File: src/source/xbar_config.svh
`ifndef XBAR_CONFIG_SVH
`define XBAR_CONFIG_SVH

// Number of push flows, one destination ID each
`define XBAR_NUM_PUSH 4

// Number of pop flows, must fit in the 2-bit destination ID
`define XBAR_NUM_POP 4

// Payload width in bits
`define XBAR_WIDTH 16

`endif

File: src/source/xbarPkg.sv
`default_nettype none

`include "xbar_config.svh"

package xbarPkg;

  // ----------------------------------------------------------------------
  // Plain vectors
  // ----------------------------------------------------------------------

  // Transferred data word
  typedef logic [`XBAR_WIDTH-1:0] payloadT;

  // Binary index of the target pop flow
  typedef logic [1:0] destIdT;

  // One bit per push flow, a row of the request or grant matrix
  typedef logic [`XBAR_NUM_PUSH-1:0] flowMaskT;

  // ----------------------------------------------------------------------
  // Per-flow structs
  // ----------------------------------------------------------------------

  // Content presented on one push flow
  typedef struct packed {
    payloadT payload;
    destIdT  destId;
  } pushFlitT;

  // State of one pop output register
  typedef struct packed {
    logic    valid;
    payloadT payload;
  } popFlitT;

endpackage

`default_nettype wire

File: src/source/xbarDestDecode.sv
`timescale 1ns/1ps
`default_nettype none

`include "xbar_config.svh"

// Destination decode
// Builds the request matrix from push valid and destination IDs
// Row index is the pop flow, column index is the push flow
module xbarDestDecode
  import xbarPkg::*;
(
  input  wire flowMaskT                         pushValid,
  input  wire pushFlitT [`XBAR_NUM_PUSH-1:0]    pushFlit,
  output flowMaskT      [`XBAR_NUM_POP-1:0]     request
);

  // ----------------------------------------------------------------------
  // Request matrix
  // ----------------------------------------------------------------------

  always_comb begin
    for (int j = 0; j < `XBAR_NUM_POP; j++) begin
      for (int i = 0; i < `XBAR_NUM_PUSH; i++) begin
        // Push i asks for pop j only while valid and aimed at j
        request[j][i] = pushValid[i] && (pushFlit[i].destId == destIdT'(j));
      end
    end
  end

  // Note that an invalid push never raises a request,
  // so every downstream grant and pushReady stays low with it
  // Destination ID is taken as is, all codes map to a pop flow

endmodule

`default_nettype wire

File: src/source/xbarArbBank.sv
`timescale 1ns/1ps
`default_nettype none

`include "xbar_config.svh"

// Arbiter bank
// One fixed-priority arbiter per pop flow
// Lowest-indexed push flow has the highest priority
module xbarArbBank
  import xbarPkg::*;
(
  input  wire flowMaskT [`XBAR_NUM_POP-1:0] request,
  input  wire logic     [`XBAR_NUM_POP-1:0] canGrant,
  output flowMaskT      [`XBAR_NUM_POP-1:0] grant
);

  // ----------------------------------------------------------------------
  // Per pop flow arbitration
  // ----------------------------------------------------------------------

  for (genvar j = 0; j < `XBAR_NUM_POP; j++) begin : genArb

    // Lowest set request bit of this row
    flowMaskT lowestReq;

    // Two's complement trick isolates the lowest set bit
    assign lowestReq = request[j] & (~request[j] + flowMaskT'(1));

    // Grant only when the pop register can take a new word
    assign grant[j] = canGrant[j] ? lowestReq : '0;

  end

  // No priority state to update
  // Each row carries at most one grant bit,
  // while one push may still be granted in several rows only
  // if its request appeared there, which the decoder rules out

endmodule

`default_nettype wire

File: src/source/xbarPopStage.sv
`timescale 1ns/1ps
`default_nettype none

`include "xbar_config.svh"

// Pop stage
// Output muxes, one-entry pop registers and push ready fold
module xbarPopStage
  import xbarPkg::*;
(
  input  wire                                    clk,
  input  wire                                    rstN,
  input  wire pushFlitT [`XBAR_NUM_PUSH-1:0]     pushFlit,
  input  wire flowMaskT [`XBAR_NUM_POP-1:0]      grant,
  input  wire logic     [`XBAR_NUM_POP-1:0]      popReady,
  output logic          [`XBAR_NUM_POP-1:0]      canGrant,
  output flowMaskT                               pushReady,
  output logic          [`XBAR_NUM_POP-1:0]      popValid,
  output payloadT       [`XBAR_NUM_POP-1:0]      popData
);

  // One register per pop flow
  popFlitT [`XBAR_NUM_POP-1:0] popReg;

  // Muxed payload and load strobe per pop flow
  payloadT [`XBAR_NUM_POP-1:0] selData;
  logic    [`XBAR_NUM_POP-1:0] anyGrant;

  // ----------------------------------------------------------------------
  // Can-grant
  // ----------------------------------------------------------------------

  // Empty register, or one that unloads on this edge
  always_comb begin
    for (int j = 0; j < `XBAR_NUM_POP; j++) begin
      canGrant[j] = !popReg[j].valid || popReady[j];
    end
  end

  // ----------------------------------------------------------------------
  // Output muxes
  // ----------------------------------------------------------------------

  // One-hot AND-OR select over the push flows
  always_comb begin
    for (int j = 0; j < `XBAR_NUM_POP; j++) begin
      selData[j]  = '0;
      anyGrant[j] = |grant[j];
      for (int i = 0; i < `XBAR_NUM_PUSH; i++) begin
        selData[j] = selData[j] | ({`XBAR_WIDTH{grant[j][i]}} & pushFlit[i].payload);
      end
    end
  end

  // ----------------------------------------------------------------------
  // Pop registers
  // ----------------------------------------------------------------------

  always_ff @(posedge clk) begin
    if (!rstN) begin
      popReg <= '0;
    end else begin
      for (int j = 0; j < `XBAR_NUM_POP; j++) begin
        if (anyGrant[j]) begin
          // Load, possibly while unloading the previous word
          popReg[j].valid   <= 1'b1;
          popReg[j].payload <= selData[j];
        end else if (popReady[j]) begin
          // Unload with nothing new behind it
          popReg[j].valid <= 1'b0;
        end
      end
    end
  end

  // Outputs come straight from the flops
  always_comb begin
    for (int j = 0; j < `XBAR_NUM_POP; j++) begin
      popValid[j] = popReg[j].valid;
      popData[j]  = popReg[j].payload;
    end
  end

  // ----------------------------------------------------------------------
  // Push ready
  // ----------------------------------------------------------------------

  // A push is accepted when any pop flow grants it
  always_comb begin
    pushReady = '0;
    for (int j = 0; j < `XBAR_NUM_POP; j++) begin
      pushReady = pushReady | grant[j];
    end
  end

endmodule

`default_nettype wire

File: src/source/flowXbar.sv
`timescale 1ns/1ps
`default_nettype none

`include "xbar_config.svh"

// Flow-controlled crossbar, fixed priority
// Decoder and arbiter bank side by side, pop stage combines them
module flowXbar
  import xbarPkg::*;
(
  input  wire                                    clk,
  input  wire                                    rstN,

  // Push side
  input  wire flowMaskT                          pushValid,
  input  wire pushFlitT [`XBAR_NUM_PUSH-1:0]     pushFlit,
  output flowMaskT                               pushReady,

  // Pop side
  input  wire logic     [`XBAR_NUM_POP-1:0]      popReady,
  output logic          [`XBAR_NUM_POP-1:0]      popValid,
  output payloadT       [`XBAR_NUM_POP-1:0]      popData
);

  // ----------------------------------------------------------------------
  // Internal wiring
  // ----------------------------------------------------------------------

  // Rows indexed by pop flow
  flowMaskT [`XBAR_NUM_POP-1:0] request;
  flowMaskT [`XBAR_NUM_POP-1:0] grant;
  logic     [`XBAR_NUM_POP-1:0] canGrant;

  // Requests from valid and destination ID
  xbarDestDecode destDecode (
    .pushValid (pushValid),
    .pushFlit  (pushFlit),
    .request   (request)
  );

  // Fixed-priority grant per pop flow
  xbarArbBank arbBank (
    .request  (request),
    .canGrant (canGrant),
    .grant    (grant)
  );

  // Muxes, pop registers and push ready
  xbarPopStage popStage (
    .clk       (clk),
    .rstN      (rstN),
    .pushFlit  (pushFlit),
    .grant     (grant),
    .popReady  (popReady),
    .canGrant  (canGrant),
    .pushReady (pushReady),
    .popValid  (popValid),
    .popData   (popData)
  );

endmodule

`default_nettype wire

File: config.mk
export PLATFORM = sky130hd
export DESIGN_NAME = flowXbar
export DESIGN_NICKNAME = d
export VERILOG_FILES = /design/src/source/xbarPkg.sv /design/src/source/xbarDestDecode.sv /design/src/source/xbarArbBank.sv /design/src/source/xbarPopStage.sv /design/src/source/flowXbar.sv
export VERILOG_INCLUDE_DIRS = /design/src /design/src/source
export SDC_FILE = /design/constraint.sdc
export NUM_CORES = 1
export LEC_CHECK = 0
export BUFFER_PORTS_ARGS = -buffer_cell sky130_fd_sc_hd__buf_2
export CAP_MARGIN = 20
export CORE_ASPECT_RATIO = 2
export CORE_MARGIN = 3
export CORE_UTILIZATION = 26
export DETAILED_ROUTE_END_ITERATION = 16
export PLACE_DENSITY = 0.55
export RECOVER_POWER = 100
export REMOVE_ABC_BUFFERS = 1
export SKIP_CTS_REPAIR_TIMING = 1
export SLEW_MARGIN = 10
export SYNTH_ARGS = -nofsm -noshare
export SYNTH_HDL_FRONTEND = slang
export SYNTH_SLANG_ARGS = --single-unit
File: constraint.sdc
create_clock -name clk -period 7.65 [get_ports clk]
set_input_delay 1.9125 -clock clk [delete_from_list [all_inputs] [get_ports clk]]
set_output_delay 1.9125 -clock clk [all_outputs]
set_load 0.02 [all_outputs]
==> results.yml <==
layout:
  fin_area_um2: 5218
  area_growth_pct: 24.81
  layout-drive-gt1-share_pct: 17.60
  nets: 736
  post-route-util_pct: 33.07
flow_run:
  drv_cap: 3
synth:
  synth_area_leaders: "dfxtp_1 (33%), a21oi_1 (7.3%), a221oi_1 (6.3%)"
  synth_cell_types: 46
  yosys_most_used_dff: "dfxtp_1"
  synth.avg_cell_area_um2: 7.828
  synth-edff-count: 0
  netlist.area_leader.share_pct: 32.57
  synthesis.area_um2: 4180
  ys_ff_latch: 68
  async_flop_share_pct: 0
  synth_largest_area_cell: "dfxtp_1"
  synthCells: 534
  yosysWarnings: 0
  synth_most_common_cell: "dfxtp_1"
  yosysSeqAreaShare_pct: 32.57
  yosys-top-cells-count: "dfxtp_1 (68), a21oi_1 (61), o21ai_0 (48)"
critical_path:
  critPathSlowestCell: "or2_0"
  crit_fanout: 20
  end_kind: "output port"
  setup.worst_path.class: "in -> out"
  r2r_cells: 4
  worstPathRequired_ps: 5740
  worst-path-buf-inv: 2
  r2r-start: "popStage.popValid[2]"
  worstPathArrival_ps: 4280
  crit_chain: "clkbuf_1 > and3b_1 > or2_0 > or4_1 > nand4_1 > buf_2"
  start_kind: "input port"
  r2r-end: "popStage.popData[42]"
  r2r_slack_ps: 5000
  cp_slowest_stage_delay_ps: 950
  cp_top_family: "simple AND/OR/NAND/NOR gates"
timing:
  fmaxAchievable_ghz: 0.1614
  finalClockSkew_ps: 6.051
  relSlewSlack_pct: -35.07
  rsz0062_at_grt: "no"
  tightest_slew_ps: 2000
  fin_crit_ps: 6196
  period_share_pct: 80.99
  hold_viol_final: 0
  holdWs_ps: 495.1
  setup_viol: 0
  finalSetupTns_ps: 0
  maxSlewViolCount: 55
floorplan:
  die-height_um: 185.3
  ios: 154
  start_util_pct: 26.49
  rows: 65
  core-area_um2: 15780
  die_x_um: 95.66
  dieArea_um2: 17730
global_route:
  grt_pass1_wl_mm: 31.20
  grt_pass1_vias: 5243
  grt_usage_pct: 23.90
  grt_overflow_total: 0
  grt_antenna_before_repair: 1
  grt_max_degree: 69
cts:
  htree_levels: 3
  clockBufferDepth: 2
  cts_buffers: 9
  cts_sinks: 68
  tritoncts: "built"
  cts_root_buf: "clkbuf_16"
  clkSlewWorstSetupHoldPaths_ps: 60
  clk_latency_ps: 330
drt:
  first_pass_iters: 5
  routed_wl_mm: 21.84
  drtIter0Drc: 541
  vias: 5470
  wl_per_cell_um: 25.37
  vias_per_cell: 6.353
  route.detailed.drc: 0
  antenna_left: 0
place:
  port_buffers: 153
  dpl_cell_area_um2: 5055
  gp_congestion: 0.9072
  post-dp-hpwl_mm: 14.61
outcome:
  status: "finished with violations"
  violations: "max-capacitance violations, max-slew violations"
power_and_ir_drop:
  leakage_nw: 2.034
  power_density_nw_per_um2: 214.2
  peakVddDrop_mv: 0.09798
min_path:
  hold_end: "popStage.popData[19]"
  hold_start: "popStage.popData[19]"
  min_path_type: "reg -> reg"
  hold_depth: 1
-- layout by cell type (no fill, tap or decap), types with 3 or more instances in the layout --
cell,count
a21oi_1,61
nor3_1,31
o21ai_0,48
a221oi_1,30
nor2_1,38
clkbuf_16,9
buf_4,9
nand2_1,6
o21a_1,4
o211a_1,16
a41oi_1,3
a31oi_1,21
nand2b_1,3
nor3b_1,3
clkbuf_1,75
nand3_1,43
or3_1,16
clkinv_2,4
and3b_1,6
o221ai_1,29
buf_2,81
o311ai_0,6
o311ai_1,10
or3b_2,3
nand3b_1,6
dfxtp_1,68
-- logic make-up (layout without fill, tap and decap cells) --
kind of cell	after synthesis	count (layout)	synth area share, %
AOI/OAI and AO/OA	237	237	39.39
buffers and inverters	57	182	5.956
DFF	68	68	32.57
muxes	1	1	0.2395
other	0	1	0
and+or+nand+nor	171	171	21.85
-- per-layer routing --
layer  share of wire (%)  global-route usage [%]  up-vias
met3                 8.7                   3.780      107
li1                    -                       -     2372
met5                   0                       0        -
met1                  33                   25.67     2582
met4                 7.2                   17.27        0
met2                  51                   41.19      409
-- how the worst max path moves through the flow --
stage | start | end | slack (ps) | depth (start not counted)
3_5_place_dp | pushValid[1] | pushReady[3] | 1770 | 6
6_report | pushFlit[19] | pushReady[3] | 1450 | 6
3_3_place_gp | pushValid[1] | pushReady[3] | 1780 | 6
2_1_floorplan | pushValid[0] | pushReady[3] | 2370 | 4
5_1_grt | pushFlit[19] | pushReady[3] | 1320 | 6
4_1_cts | pushValid[1] | pushReady[3] | 1760 | 6
-- sequential cells by signal (all words and copies together) (netlist names) --
| register | cells |
|---|---|
| popStage.popValid | 4 |
| popStage.popData | 64 |
-- final cells by class --
type                            instances  area, um^2
Clock inverter                          7       43.79
Timing Repair Buffer                  166       774.5
Sequential cell                        68        1361
Multi-Input combinational cell        409        2559
Fill cell                            1781       10560
Tap cell                              201       251.5
Clock buffer                            9       225.2
Antenna cell                            1       2.502
-- power by group --
| group | switching [mW] | internal (mW) |
|---|---|---|
| Sequential | 0.0241 | 0.393 |
| Combinational | 0.215 | 0.0971 |
| Clock | 0.171 | 0.218 |
-- through the flow --
stage,setup WS (ps),power [mW],instances
after floorplan,2366,0.5868,477
after global placement,1784,0.7370,841
after detailed placement,1769,0.7413,842
after CTS,1759,1.129,858
after global routing,1320,1.163,861
final,1454,1.118,861
Note: power is estimated with default switching activity, not from simulation.
